[src/spi_pkg.sv]
package spi_pkg;

    // Data and configuration widths.
    typedef logic [7:0]  spi_byte_t;
    typedef logic [7:0]  spi_delay_t;   // CS delay in divided clock periods.
    typedef logic [31:0] spi_div_t;
    typedef logic [7:0]  axil_addr_t;
    typedef logic [31:0] axil_data_t;

    typedef enum logic [1:0] {
        ENG_IDLE,
        ENG_CS_SETUP,
        ENG_XFER,
        ENG_CS_HOLD
    } engine_state_t;

    // Register map.
    localparam axil_addr_t REG_CTRL   = 8'h00;
    localparam axil_addr_t REG_DELAY  = 8'h04;
    localparam axil_addr_t REG_DIV    = 8'h08;
    localparam axil_addr_t REG_TXDATA = 8'h0C;  // Write only.
    localparam axil_addr_t REG_RXDATA = 8'h10;  // A read pops the FIFO.
    localparam axil_addr_t REG_STATUS = 8'h14;

    // CTRL bits.
    localparam int CTRL_ENABLE    = 0;
    localparam int CTRL_LSB_FIRST = 1;
    localparam int CTRL_POL       = 2;
    localparam int CTRL_PHA       = 3;

    // STATUS bits.
    localparam int STAT_BUSY     = 0;
    localparam int STAT_RX_EMPTY = 1;
    localparam int STAT_RX_FULL  = 2;
    localparam int STAT_OVERFLOW = 3;  // Write 1 to clear.

endpackage

[src/spi_axil_regs.sv]
`timescale 1ns/100ps

module spi_axil_regs
    import spi_pkg::*;
(
    input  logic       clk_i,
    input  logic       rst_i,

    input  axil_addr_t awaddr_i,
    input  logic       awvalid_i,
    output logic       awready_o,
    input  axil_data_t wdata_i,
    input  logic [3:0] wstrb_i,
    input  logic       wvalid_i,
    output logic       wready_o,
    output logic [1:0] bresp_o,
    output logic       bvalid_o,
    input  logic       bready_i,
    input  axil_addr_t araddr_i,
    input  logic       arvalid_i,
    output logic       arready_o,
    output axil_data_t rdata_o,
    output logic [1:0] rresp_o,
    output logic       rvalid_o,
    input  logic       rready_i,

    output logic       enable_o,
    output logic       lsb_first_o,
    output logic       pol_o,
    output logic       pha_o,
    output spi_delay_t setup_delay_o,
    output spi_delay_t hold_delay_o,
    output spi_div_t   div_o,
    output logic       start_o,
    output spi_byte_t  tx_byte_o,
    input  logic       busy_i,

    input  spi_byte_t  rx_data_i,
    input  logic       rx_empty_i,
    input  logic       rx_full_i,
    input  logic       overflow_i,
    output logic       rx_pop_o,
    output logic       clr_ovf_o
);

    localparam logic [1:0] RESP_OKAY   = 2'b00;
    localparam logic [1:0] RESP_SLVERR = 2'b10;

    logic       wr_accept;
    logic       rd_accept;
    logic       wr_mapped;
    logic       rd_mapped;
    logic       tx_ok;
    logic [3:0] ctrl_q;
    axil_data_t status_word;
    axil_data_t rd_word;

    assign wr_accept = awvalid_i && wvalid_i && !bvalid_o;
    assign rd_accept = arvalid_i && !rvalid_o;
    assign awready_o = wr_accept;
    assign wready_o  = wr_accept;
    assign arready_o = rd_accept;

    assign wr_mapped = awaddr_i inside {REG_CTRL, REG_DELAY, REG_DIV,
                                        REG_TXDATA, REG_RXDATA, REG_STATUS};
    assign rd_mapped = araddr_i inside {REG_CTRL, REG_DELAY, REG_DIV,
                                        REG_TXDATA, REG_RXDATA, REG_STATUS};

    assign enable_o    = ctrl_q[CTRL_ENABLE];
    assign lsb_first_o = ctrl_q[CTRL_LSB_FIRST];
    assign pol_o       = ctrl_q[CTRL_POL];
    assign pha_o       = ctrl_q[CTRL_PHA];

    assign tx_ok    = enable_o && !busy_i;
    assign rx_pop_o = rd_accept && (araddr_i == REG_RXDATA) && !rx_empty_i;

    always_comb begin
        status_word                = '0;
        status_word[STAT_BUSY]     = busy_i || start_o;   // Covers the start cycle.
        status_word[STAT_RX_EMPTY] = rx_empty_i;
        status_word[STAT_RX_FULL]  = rx_full_i;
        status_word[STAT_OVERFLOW] = overflow_i;
    end

    always_comb begin
        case (araddr_i)
            REG_CTRL:   rd_word = {28'd0, ctrl_q};
            REG_DELAY:  rd_word = {16'd0, hold_delay_o, setup_delay_o};
            REG_DIV:    rd_word = div_o;
            REG_RXDATA: rd_word = rx_empty_i ? '0 : {24'd0, rx_data_i};
            REG_STATUS: rd_word = status_word;
            default:    rd_word = '0;
        endcase
    end

    // Configuration registers, byte lanes per wstrb.
    always_ff @(posedge clk_i) begin
        if (rst_i) begin
            ctrl_q        <= '0;
            setup_delay_o <= '0;
            hold_delay_o  <= '0;
            div_o         <= '0;
        end else if (wr_accept) begin
            case (awaddr_i)
                REG_CTRL: begin
                    if (wstrb_i[0]) ctrl_q <= wdata_i[3:0];
                end
                REG_DELAY: begin
                    if (wstrb_i[0]) setup_delay_o <= wdata_i[7:0];
                    if (wstrb_i[1]) hold_delay_o <= wdata_i[15:8];
                end
                REG_DIV: begin
                    for (int i = 0; i < 4; i++) begin
                        if (wstrb_i[i]) div_o[8*i +: 8] <= wdata_i[8*i +: 8];
                    end
                end
                default: ;
            endcase
        end
    end

    always_ff @(posedge clk_i) begin
        if (wr_accept && awaddr_i == REG_TXDATA) begin
            tx_byte_o <= wdata_i[7:0];
        end
        if (rd_accept) begin
            rdata_o <= rd_word;
        end
    end

    // Responses and one-cycle pulses.
    always_ff @(posedge clk_i) begin
        if (rst_i) begin
            bvalid_o  <= 1'b0;
            bresp_o   <= RESP_OKAY;
            rvalid_o  <= 1'b0;
            rresp_o   <= RESP_OKAY;
            start_o   <= 1'b0;
            clr_ovf_o <= 1'b0;
        end else begin
            start_o   <= 1'b0;
            clr_ovf_o <= 1'b0;

            if (wr_accept) begin
                bvalid_o <= 1'b1;
                bresp_o  <= RESP_OKAY;
                if (!wr_mapped) begin
                    bresp_o <= RESP_SLVERR;
                end else if (awaddr_i == REG_TXDATA) begin
                    if (!tx_ok) begin
                        bresp_o <= RESP_SLVERR;   // Dropped.
                    end else begin
                        start_o <= wstrb_i[0];
                    end
                end else if (awaddr_i == REG_STATUS) begin
                    clr_ovf_o <= wstrb_i[0] && wdata_i[STAT_OVERFLOW];
                end
            end else if (bready_i) begin
                bvalid_o <= 1'b0;
            end

            if (rd_accept) begin
                rvalid_o <= 1'b1;
                rresp_o  <= rd_mapped ? RESP_OKAY : RESP_SLVERR;
            end else if (rready_i) begin
                rvalid_o <= 1'b0;
            end
        end
    end

endmodule

[src/spi_master_top.sv]
`timescale 1ns/100ps

module spi_master_top
    import spi_pkg::*;
#(
    parameter int RX_DEPTH = 4
) (
    input  logic       clk_i,
    input  logic       rst_i,

    input  axil_addr_t awaddr_i,
    input  logic       awvalid_i,
    output logic       awready_o,
    input  axil_data_t wdata_i,
    input  logic [3:0] wstrb_i,
    input  logic       wvalid_i,
    output logic       wready_o,
    output logic [1:0] bresp_o,
    output logic       bvalid_o,
    input  logic       bready_i,
    input  axil_addr_t araddr_i,
    input  logic       arvalid_i,
    output logic       arready_o,
    output axil_data_t rdata_o,
    output logic [1:0] rresp_o,
    output logic       rvalid_o,
    input  logic       rready_i,

    output logic       sck_o,
    output logic       mosi_o,
    output logic       cs_o,
    input  logic       miso_i
);

    logic       lsb_first;
    logic       pol;
    logic       pha;
    spi_delay_t setup_delay;
    spi_delay_t hold_delay;
    spi_div_t   div;
    logic       start;
    spi_byte_t  tx_byte;
    logic       busy;
    logic       done;
    spi_byte_t  rx_byte;
    spi_byte_t  fifo_data;
    logic       fifo_empty;
    logic       fifo_full;
    logic       overflow;
    logic       fifo_pop;
    logic       clr_ovf;

    // Enable only gates start inside the register block.
    spi_axil_regs spi_axil_regs_i (
        .clk_i         (clk_i),
        .rst_i         (rst_i),
        .awaddr_i      (awaddr_i),
        .awvalid_i     (awvalid_i),
        .awready_o     (awready_o),
        .wdata_i       (wdata_i),
        .wstrb_i       (wstrb_i),
        .wvalid_i      (wvalid_i),
        .wready_o      (wready_o),
        .bresp_o       (bresp_o),
        .bvalid_o      (bvalid_o),
        .bready_i      (bready_i),
        .araddr_i      (araddr_i),
        .arvalid_i     (arvalid_i),
        .arready_o     (arready_o),
        .rdata_o       (rdata_o),
        .rresp_o       (rresp_o),
        .rvalid_o      (rvalid_o),
        .rready_i      (rready_i),
        .enable_o      (),
        .lsb_first_o   (lsb_first),
        .pol_o         (pol),
        .pha_o         (pha),
        .setup_delay_o (setup_delay),
        .hold_delay_o  (hold_delay),
        .div_o         (div),
        .start_o       (start),
        .tx_byte_o     (tx_byte),
        .busy_i        (busy),
        .rx_data_i     (fifo_data),
        .rx_empty_i    (fifo_empty),
        .rx_full_i     (fifo_full),
        .overflow_i    (overflow),
        .rx_pop_o      (fifo_pop),
        .clr_ovf_o     (clr_ovf)
    );

    spi_shift_engine spi_shift_engine_i (
        .clk_i         (clk_i),
        .rst_i         (rst_i),
        .lsb_first_i   (lsb_first),
        .pol_i         (pol),
        .pha_i         (pha),
        .setup_delay_i (setup_delay),
        .hold_delay_i  (hold_delay),
        .div_i         (div),
        .start_i       (start),
        .tx_byte_i     (tx_byte),
        .busy_o        (busy),
        .done_o        (done),
        .rx_byte_o     (rx_byte),
        .sck_o         (sck_o),
        .mosi_o        (mosi_o),
        .cs_o          (cs_o),
        .miso_i        (miso_i)
    );

    spi_rx_fifo #(
        .RX_DEPTH (RX_DEPTH)
    ) spi_rx_fifo_i (
        .clk_i       (clk_i),
        .rst_i       (rst_i),
        .push_i      (done),
        .push_data_i (rx_byte),
        .pop_i       (fifo_pop),
        .clr_ovf_i   (clr_ovf),
        .pop_data_o  (fifo_data),
        .empty_o     (fifo_empty),
        .full_o      (fifo_full),
        .overflow_o  (overflow)
    );

endmodule

[src/spi_rx_fifo.sv]
`timescale 1ns/100ps

module spi_rx_fifo
    import spi_pkg::*;
#(
    parameter int RX_DEPTH = 4
) (
    input  logic      clk_i,
    input  logic      rst_i,

    input  logic      push_i,
    input  spi_byte_t push_data_i,
    input  logic      pop_i,
    input  logic      clr_ovf_i,

    output spi_byte_t pop_data_o,
    output logic      empty_o,
    output logic      full_o,
    output logic      overflow_o
);

    localparam int PTR_W = (RX_DEPTH > 1) ? $clog2(RX_DEPTH) : 1;
    localparam int CNT_W = $clog2(RX_DEPTH + 1);

    spi_byte_t        mem_q [RX_DEPTH];
    logic [PTR_W-1:0] wr_ptr_q;
    logic [PTR_W-1:0] rd_ptr_q;
    logic [CNT_W-1:0] count_q;
    logic             do_push;
    logic             do_pop;

    function automatic logic [PTR_W-1:0] ptr_inc(input logic [PTR_W-1:0] ptr);
        if (ptr == PTR_W'(RX_DEPTH - 1)) begin
            return '0;
        end
        return ptr + 1'b1;
    endfunction

    assign empty_o    = (count_q == '0);
    assign full_o     = (count_q == CNT_W'(RX_DEPTH));
    assign do_pop     = pop_i && !empty_o;
    assign do_push    = push_i && (!full_o || do_pop);  // A pop frees the slot.
    assign pop_data_o = mem_q[rd_ptr_q];

    always_ff @(posedge clk_i) begin
        if (do_push) begin
            mem_q[wr_ptr_q] <= push_data_i;
        end
    end

    always_ff @(posedge clk_i) begin
        if (rst_i) begin
            wr_ptr_q   <= '0;
            rd_ptr_q   <= '0;
            count_q    <= '0;
            overflow_o <= 1'b0;
        end else begin
            if (do_push) begin
                wr_ptr_q <= ptr_inc(wr_ptr_q);
            end
            if (do_pop) begin
                rd_ptr_q <= ptr_inc(rd_ptr_q);
            end
            if (do_push && !do_pop) begin
                count_q <= count_q + 1'b1;
            end else if (do_pop && !do_push) begin
                count_q <= count_q - 1'b1;
            end
            if (push_i && !do_push) begin
                overflow_o <= 1'b1;         // Sticky, dropped byte.
            end else if (clr_ovf_i) begin
                overflow_o <= 1'b0;
            end
        end
    end

endmodule

[src/spi_shift_engine.sv]
`timescale 1ns/100ps

module spi_shift_engine
    import spi_pkg::*;
(
    input  logic       clk_i,
    input  logic       rst_i,

    input  logic       lsb_first_i,
    input  logic       pol_i,
    input  logic       pha_i,
    input  spi_delay_t setup_delay_i,
    input  spi_delay_t hold_delay_i,
    input  spi_div_t   div_i,

    input  logic       start_i,
    input  spi_byte_t  tx_byte_i,
    output logic       busy_o,
    output logic       done_o,
    output spi_byte_t  rx_byte_o,

    output logic       sck_o,
    output logic       mosi_o,
    output logic       cs_o,
    input  logic       miso_i
);

    engine_state_t state_q;
    spi_div_t      div_cnt_q;
    spi_delay_t    delay_cnt_q;
    logic [2:0]    bits_left_q;     // Bits still to go after the current one.
    spi_byte_t     tx_shift_q;
    spi_byte_t     rx_shift_q;
    spi_byte_t     tx_shift_next;
    spi_byte_t     rx_shift_next;
    logic          period_mid;
    logic          period_end;
    logic          delay_last;

    assign period_mid = (div_cnt_q == (div_i >> 1));
    assign period_end = (div_cnt_q == div_i);
    assign delay_last = (delay_cnt_q == '0);

    assign tx_shift_next = lsb_first_i ? {1'b0, tx_shift_q[7:1]} : {tx_shift_q[6:0], 1'b0};
    assign rx_shift_next = lsb_first_i ? {miso_i, rx_shift_q[7:1]} : {rx_shift_q[6:0], miso_i};

    assign mosi_o    = lsb_first_i ? tx_shift_q[0] : tx_shift_q[7];
    assign rx_byte_o = rx_shift_q;
    assign busy_o    = (state_q != ENG_IDLE);

    // Data path, loaded on start and shifted at each bit boundary.
    always_ff @(posedge clk_i) begin
        if (state_q == ENG_IDLE && start_i) begin
            tx_shift_q <= tx_byte_i;
        end else if (state_q == ENG_XFER && period_end) begin
            tx_shift_q <= tx_shift_next;
            rx_shift_q <= rx_shift_next;
        end
    end

    always_ff @(posedge clk_i) begin
        if (rst_i) begin
            state_q     <= ENG_IDLE;
            div_cnt_q   <= '0;
            delay_cnt_q <= '0;
            bits_left_q <= '0;
            sck_o       <= 1'b0;
            cs_o        <= 1'b1;
            done_o      <= 1'b0;
        end else begin
            div_cnt_q <= div_cnt_q + 1'b1;
            done_o    <= 1'b0;

            case (state_q)
                ENG_IDLE: begin
                    sck_o <= pol_i;                 // Park SCK at the idle level.
                    if (start_i) begin
                        bits_left_q <= 3'd7;
                        cs_o        <= 1'b0;
                        div_cnt_q   <= '0;
                        if (setup_delay_i == '0) begin
                            state_q <= ENG_XFER;
                            sck_o   <= pol_i ^ pha_i;   // Leading edge now for pha=1.
                        end else begin
                            state_q     <= ENG_CS_SETUP;
                            delay_cnt_q <= setup_delay_i - 1'b1;
                        end
                    end
                end

                ENG_CS_SETUP: begin
                    if (period_end) begin
                        div_cnt_q   <= '0;
                        delay_cnt_q <= delay_cnt_q - 1'b1;
                        if (delay_last) begin
                            state_q <= ENG_XFER;
                            sck_o   <= pol_i ^ pha_i;
                        end
                    end
                end

                ENG_XFER: begin
                    if (period_mid) begin
                        sck_o <= ~sck_o;
                    end
                    if (period_end) begin
                        div_cnt_q <= '0;
                        if (bits_left_q == '0) begin
                            done_o <= 1'b1;         // Lines up with the last shift.
                            sck_o  <= pol_i;
                            if (hold_delay_i == '0) begin
                                state_q <= ENG_IDLE;
                                cs_o    <= 1'b1;
                            end else begin
                                state_q     <= ENG_CS_HOLD;
                                delay_cnt_q <= hold_delay_i - 1'b1;
                            end
                        end else begin
                            bits_left_q <= bits_left_q - 1'b1;
                            sck_o       <= ~sck_o;
                        end
                    end
                end

                ENG_CS_HOLD: begin
                    if (period_end) begin
                        div_cnt_q   <= '0;
                        delay_cnt_q <= delay_cnt_q - 1'b1;
                        if (delay_last) begin
                            state_q <= ENG_IDLE;
                            cs_o    <= 1'b1;
                        end
                    end
                end

                default: begin
                    state_q <= ENG_IDLE;
                end
            endcase
        end
    end

endmodule

[config.mk]
export PLATFORM = sky130hd
export DESIGN_NAME = spi_master_top
export DESIGN_NICKNAME = d
export VERILOG_FILES = /design/src/spi_pkg.sv /design/src/spi_axil_regs.sv /design/src/spi_master_top.sv /design/src/spi_rx_fifo.sv /design/src/spi_shift_engine.sv
export SDC_FILE = /design/constraint.sdc
export NUM_CORES = 1
export LEC_CHECK = 0
export BUFFER_PORTS_ARGS = -buffer_cell sky130_fd_sc_hd__buf_2
export CAP_MARGIN = 20
export CORE_UTILIZATION = 45
export DETAILED_ROUTE_END_ITERATION = 6
export PLACE_DENSITY = 0.66
export SKIP_CTS_REPAIR_TIMING = 1
export SLEW_MARGIN = 30
export SYNTH_ARGS = -nofsm -noshare
export SYNTH_HDL_FRONTEND = slang
export SYNTH_SLANG_ARGS = --single-unit
[constraint.sdc]
create_clock -name clk_i -period 2.8 [get_ports clk_i]
set_input_delay 0.28 -clock clk_i [delete_from_list [all_inputs] [get_ports clk_i]]
set_output_delay 0.28 -clock clk_i [all_outputs]
set_load 0.03 [all_outputs]
Word level (Yosys, flattened, before mapping)
Memory sizes are Yosys's and may differ from the RTL's. A register that Yosys moved wholly into a read port is not among the register bits. Index checks and enable logic that the tools add are counted.

Logic and storage cells: 213. Flip-flop bits (word level): 172. Memories: 1. Output and inout port bits: 44. Bits of input ports: 60. Memory bits (writable): 32.

Memory list: spi_rx_fifo_i.mem_q (words 4, bits a word 8, read ports 1, clocked after Yosys merged registers in 1, wr ports 1, line spi_rx_fifo.sv:25) `spi_byte_t mem_q [RX_DEPTH];`.

Reductions and logical operators: 61. Add/subtract/negate cells: 9. Mux-type cells: 73. Bitwise gates (word level): 10. Equality and inequality tests: 31.

Operators with widths (number): 32-bit case mux with 5 select lines (1); 8-bit two-way mux (11); 32-bit two-way mux (2); 32-bit case mux with 2 select lines (1); 8-bit logical NOT (5); 2-bit two-way mux (19); 32-bit by 1-bit adder with 32-bit output, second input constant (1); 32-bit by 31-bit equality test with 1-bit output (1); 32-bit equality test (1); 8-bit by 4-bit equality test with 1-bit output, second input constant (4); 8-bit by 5-bit equality test with 1-bit output, second input constant (4); 1-bit two-way mux (29); 8-bit case mux with 3 select lines (1); 8-bit by 1-bit subtractor with 8-bit output, second input constant (3); 3-bit AND reduction (7); 8-bit by 3-bit equality test with 1-bit output, second input constant (2); 1-bit logical AND (15); 3-bit two-way mux (5); 7-bit AND reduction (2); 2-bit nonzero test (7); 2-bit by 1-bit != test with 1-bit output, second input constant (6); 2-bit != test, second input constant (6); 6-bit nonzero test (2); 5-bit OR reduction (2); 22 further kinds (47).

Logic depth before layout (Yosys ltp)
Depth in word-level cells: 11. Mapped depth: 13. Depth with buffers taken out: 11.

Cells and area by module
A second synthesis with hierarchy kept.

Cells, all modules: 893. Area, all modules: 9818.2 µm².

Modules (own cells, without submodules): spi_shift_engine (instances 1, area an instance 4202.8 µm², cells an instance 464, seq. area each 1441.4 µm²); spi_axil_regs (instances 1, area an instance 3923.8 µm², cells an instance 335, seq. area each 2362.3 µm²); spi_rx_fifo (instances 1, area an instance 1691.6 µm², cells an instance 94, seq. area each 1161.1 µm²).

Least setup slack after synthesis
No wires, ideal clock.

Path type: flip-flop to flip-flop. Start point: register spi_axil_regs_i.rvalid_o. End point: register spi_rx_fifo_i.count_q[2]. Required time: 2730 ps. Setup slack: -716 ps. Library setup time: 70 ps. Arrival: 3445 ps. Buffers on the path: 0. Clock period less this slack: 3516 ps. Stages on the path, launching flop included: 11. Path through: dfxtp_1 -> nand2b_1 -> inv_1 -> nand2_1 -> a31oi_2 -> ha_1 -> inv_1 -> fa_1 -> xor2_1 -> or3_1 -> a21oi_1.

Word-level cells in the longest chain between the ends: 10.

Ends and longest elaborated chain: start, declared (line spi_axil_regs.sv:24) `output logic rvalid_o,`; start signal, assigned (line spi_axil_regs.sv:136) `rvalid_o <= 1'b0;`; start signal, assigned (line spi_axil_regs.sv:163) `rvalid_o <= 1'b1;`; start signal, assigned (line spi_axil_regs.sv:166) `rvalid_o <= 1'b0;`; 1-bit logical NOT (*) (line spi_axil_regs.sv:59) `assign rd_accept = arvalid_i && !rvalid_o;`; 1-bit logical AND (*) (line spi_axil_regs.sv:59); net arready_o (line spi_master_top.sv:23) `output logic arready_o,`; 1-bit logical AND (*) (2 in a row) (line spi_axil_regs.sv:75) `assign rx_pop_o = rd_accept && (araddr_i == REG_RXDATA) && !rx_empty_i;`; 1-bit logical AND (*) (line spi_rx_fifo.sv:41) `assign do_pop = pop_i && !empty_o;`; 1-bit logical OR (*) (line spi_rx_fifo.sv:42) `assign do_push = push_i && (!full_o || do_pop);`; 1-bit logical AND (*) (line spi_rx_fifo.sv:42); net spi_rx_fifo_i.do_push (line spi_rx_fifo.sv:29) `logic do_push;`; 1-bit logical NOT (line spi_rx_fifo.sv:66) `end else if (do_pop && !do_push) begin`; 1-bit logical AND (line spi_rx_fifo.sv:66); 2-bit nonzero test (no source line); end signal, assigned (line spi_rx_fifo.sv:65) `count_q <= count_q + 1'b1;`; end signal, assigned (line spi_rx_fifo.sv:67) `count_q <= count_q - 1'b1;`; end, declared (line spi_rx_fifo.sv:28) `logic [CNT_W-1:0] count_q;`.

The timed path passes the listed nets; every way through them passes the cells marked *. A chain may end at the register's enable or synchronous reset.

Worst setup path after layout
Start point: register spi_rx_fifo_i.count_q[0]. End point: register spi_rx_fifo_i.count_q[2].

Word-level cells in the longest chain between the ends: 9.

Ends and longest elaborated chain: 3-bit logical NOT (line spi_rx_fifo.sv:39) `assign empty_o = (count_q == '0);`; 1-bit logical NOT (line spi_axil_regs.sv:75, spi_rx_fifo.sv:41); 1-bit logical AND (line spi_axil_regs.sv:75); 1-bit logical AND (line spi_rx_fifo.sv:41); 1-bit logical OR (*) (line spi_rx_fifo.sv:42); 1-bit logical AND (*) (line spi_rx_fifo.sv:42); net spi_rx_fifo_i.do_push (line spi_rx_fifo.sv:29); 1-bit logical NOT (line spi_rx_fifo.sv:66); 1-bit logical AND (line spi_rx_fifo.sv:66); 2-bit nonzero test (no source line).

The timed path passes the listed nets; every way through them passes the cells marked *. The select of a mux whose other input is x is not followed.

==> impl_metrics.env <==
export IMPL_yosysMostFrequentCell="dfxtp_1"
export IMPL_p_clk_frac=0.410
export IMPL_cts_tree="yes"
export IMPL_ios=104
export IMPL_wire_per_inst_um=17.40
export IMPL_ys_ff_latch=204
export IMPL_drcViolationCount=0
export IMPL_crit_required_ns=3.23
export IMPL_synthArstFlopShare=0
export IMPL_rsz0062_at_grt="false"
export IMPL_synth_common_cells="dfxtp_1, nor2_1, xor2_1, edfxtp_1, nand2_1"
export IMPL_nNetsFinal=1078
export IMPL_synth_area_leaders="edfxtp_1, dfxtp_1, xor2_1"
export IMPL_cp_buffers_inverters=1
export IMPL_worst_path_max_fanout=6
export IMPL_rr_worst_depth=10
export IMPL_fill_cells=1842
export IMPL_numPortBuffers=101
export IMPL_whs_ns=0.02422
export IMPL_n_antenna_cell=0
export IMPL_timing_final_crit_share=0.9269
export IMPL_p_leak_nw=4.531
export IMPL_routed_wl_um=22430
export IMPL_period_minus_slack_ns=2.595
export IMPL_syn2layout_area_growth_pct=16.25
export IMPL_initial_core_util=0.4639
export IMPL_grt_overflow_total=0
export IMPL_combPwrFrac=0.093
export IMPL_drtAntennaViolNets=0
export IMPL_slew_limit_headroom=0.5031
export IMPL_core_area_mm2=0.02043
export IMPL_switchingPower_mw=1.601
export IMPL_synth_edf_count=88
export IMPL_fmax_ghz=0.3853
export IMPL_syn_area_mm2=0.009478
export IMPL_clkSinkCount=204
export IMPL_gp_congestion=0.8593
export IMPL_root_buffer="clkbuf_16"
export IMPL_clkTransAtPathRegs_ns=0.06
export IMPL_setup_viol=0
export IMPL_min_path_cells=3
export IMPL_rrSetupSlack_ns=0.20
export IMPL_synth_seq_area_share=0.5238
export IMPL_syn_avg_cell_area_um2=10.43
export IMPL_design_area_mm2=0.01102
export IMPL_grt_pass1_wl_um=35720
export IMPL_hpwlAfterDp_um=16360
export IMPL_crit_family="simple AND/OR/NAND/NOR gates"
export IMPL_r2r_start="spi_rx_fifo_i.count_q[0]"
export IMPL_ys_types=63
export IMPL_drive_gt1_frac=0.1894
export IMPL_slowest_stage="dfxtp_1"
export IMPL_yosys_warnings=0
export IMPL_r2r_end="spi_rx_fifo_i.count_q[2]"
export IMPL_finClkSkew_ns=0.008116
export IMPL_synth_top_area_share=0.2788
export IMPL_setup_tns_ns=0
export IMPL_fin_cells=1289
export IMPL_rows=52
export IMPL_num_vias=6960
export IMPL_finalHoldViolCount=0
export IMPL_dr_pass1_iters=5
export IMPL_grt_start_max_net_pins=46
export IMPL_drt_iter0_markers=345
export IMPL_drt_vias_per_instance=5.400
export IMPL_fp_dieH_um=147.1
export IMPL_worstHoldPathType="in2reg"
export IMPL_crit_chain="nor3_1 > nor4_4 > nand2_4 > a31oi_4 > ha_1 > inv_1 > fa_1 > xor2_1 > or3_1 > a21oi_1"
export IMPL_maxCapViolations=0
export IMPL_seqPwrFrac=0.497
export IMPL_drv_slew=0
export IMPL_placed_area_mm2=0.01034
export IMPL_gr_usage_all_layers=0.2089
export IMPL_grt_pass1_vias=6739
export IMPL_switching_share=0.2450
export IMPL_cp_start_kind="register"
export IMPL_min_to="spi_axil_regs_i.div_o[28]"
export IMPL_critPathArrivalTime_ns=3.02
export IMPL_slowest_delay_ns=0.41
export IMPL_insertion_delay_ns=0.50
export IMPL_path_class="reg2reg"
export IMPL_intPower_mw=4.935
export IMPL_dp_cells=1248
export IMPL_hold_start="wdata_i[28]"
export IMPL_dieWidth_um=147.1
export IMPL_dieArea_mm2=0.02165
export IMPL_synth_area_leader_cell="edfxtp_1"
export IMPL_cts_htree_levels=1
export IMPL_cts_max_path_buffers=3
export IMPL_worstMarginPinSlew_ns=0.7386
export IMPL_numCtsBuffers=23
export IMPL_ys_flop_type="dfxtp_1"
export IMPL_irDropWorstVdd_mv=0.4393
export IMPL_synth_cells=909
export IMPL_power_density_mw_per_mm2=593.2
export IMPL_status="completed"
export IMPL_antenna_found_initial=0
export IMPL_crit_cells=10
export IMPL_worst_setup_path_end_kind="register"
kinds of logic after synthesis:
logic type / Yosys count / synth area share
simple gates: 329 / 0.1728
compound gates: 131 / 0.08990
fa+ha+maj: 15 / 0.02059
xor+xnor: 102 / 0.09426
buf+inv: 76 / 0.03247
other cells: 1 / 0.0003957
flops: 204 / 0.5238
mux: 51 / 0.06574
tightest hold or removal path: cells and delay by family:
kind                   cells  cell delay, ns
AOI/OAI and AO/OA          1            0.05
and+or+nand+nor            1            0.05
buffers and inverters      1            0.09
power groups by stage:
| stage | registers, mW | logic [mW] | clock network [mW] |
|---|---|---|---|
| after floorplan | 3.35 | 0.336 | 0 |
| after global placement | 3.31 | 0.597 | 0 |
| after detailed placement | 3.31 | 0.601 | 0 |
| after CTS | 3.25 | 0.604 | 2.74 |
| after global routing | 3.26 | 0.659 | 2.85 |
| final | 3.25 | 0.606 | 2.68 |
placed cells by master (no fill, tap or decap), drive strengths merged, types with 9 or more instances in the layout:
master / synthesis / layout
and2: 24 / 24
a21oi: 60 / 60
nor4: 28 / 28
xor2: 89 / 89
mux2: 10 / 10
ha: 14 / 14
nor2: 93 / 93
xnor2: 13 / 13
nor3: 10 / 10
clkbuf: 40 / 30
nand4: 10 / 10
nand3: 50 / 50
inv: 22 / 24
buf: 14 / 122
a22oi: 10 / 10
dfxtp: 116 / 116
nand2: 81 / 81
mux2i: 33 / 33
and3: 9 / 9
o21ai: 19 / 19
edfxtp: 88 / 88
how the worst max path moves through the flow:
| stage | from | end | slack [ns] |
|---|---|---|---|
| 2_1_floorplan | spi_axil_regs_i.rvalid_o | spi_rx_fifo_i.count_q[2] | 0.07 |
| 3_3_place_gp | araddr_i[1] | spi_rx_fifo_i.count_q[2] | 0.21 |
| 3_5_place_dp | araddr_i[1] | spi_rx_fifo_i.count_q[2] | 0.16 |
| 4_1_cts | spi_shift_engine_i.state_q[0] | spi_shift_engine_i.delay_cnt_q[7] | 0.16 |
| 5_1_grt | spi_rx_fifo_i.count_q[0] | spi_rx_fifo_i.count_q[2] | 0.02 |
| 6_report | spi_rx_fifo_i.count_q[0] | spi_rx_fifo_i.count_q[2] | 0.20 |
sequential cells by signal, indices dropped and copies added (netlist names), 2 cells and up, named ones only:
register	flops
spi_shift_engine_i.bits_left_q	3
spi_rx_fifo_i.mem_q	32
spi_axil_regs_i.tx_byte_o	8
spi_axil_regs_i.hold_delay_o	8
spi_rx_fifo_i.rd_ptr_q	2
spi_shift_engine_i.tx_shift_q	8
spi_rx_fifo_i.count_q	3
spi_rx_fifo_i.wr_ptr_q	2
spi_axil_regs_i.setup_delay_o	8
spi_shift_engine_i.rx_byte_o	8
spi_shift_engine_i.delay_cnt_q	8
spi_shift_engine_i.state_q	2
spi_axil_regs_i.ctrl_q	4
spi_axil_regs_i.div_o	32
spi_shift_engine_i.div_cnt_q	32
spi_axil_regs_i.rdata_o	32
through the flow:
step                      worst slack, ns    util  power [mW]
after floorplan                   0.06702       -       3.691
after detailed placement           0.1551  0.5063       3.911
final                              0.2048  0.5393       6.536
after CTS                          0.1566  0.5390       6.588
after global routing              0.02418  0.5393       6.765
after global placement             0.2094  0.5063       3.905
per-layer routing:
metal / vias to the layer above / global-route usage / share of wire / wire length (µm)
met3: 31 / 0.02764 / 0.043 / 968
met4: 0 / 0.05464 / 0.015 / 345
li1: 3416 / - / - / -
met1: 3328 / 0.2790 / 0.45 / 10160
met2: 185 / 0.3564 / 0.49 / 10960
met5: - / 0 / 0 / 0
final cells by class:
| class | instances | area, µm² | area share |
|---|---|---|---|
| repair buffers | 122 | 688.2 | 0.06246 |
| clock inverters | 11 | 55.05 | 0.004997 |
| well taps | 270 | 337.8 | 0.03066 |
| inverters | 22 | 86.33 | 0.007836 |
| multi-input cells | 630 | 4270 | 0.3876 |
| flip-flops and latches | 204 | 4969 | 0.4509 |
| clock buffers | 30 | 611.8 | 0.05553 |
Power figures use the tool's default switching activity.
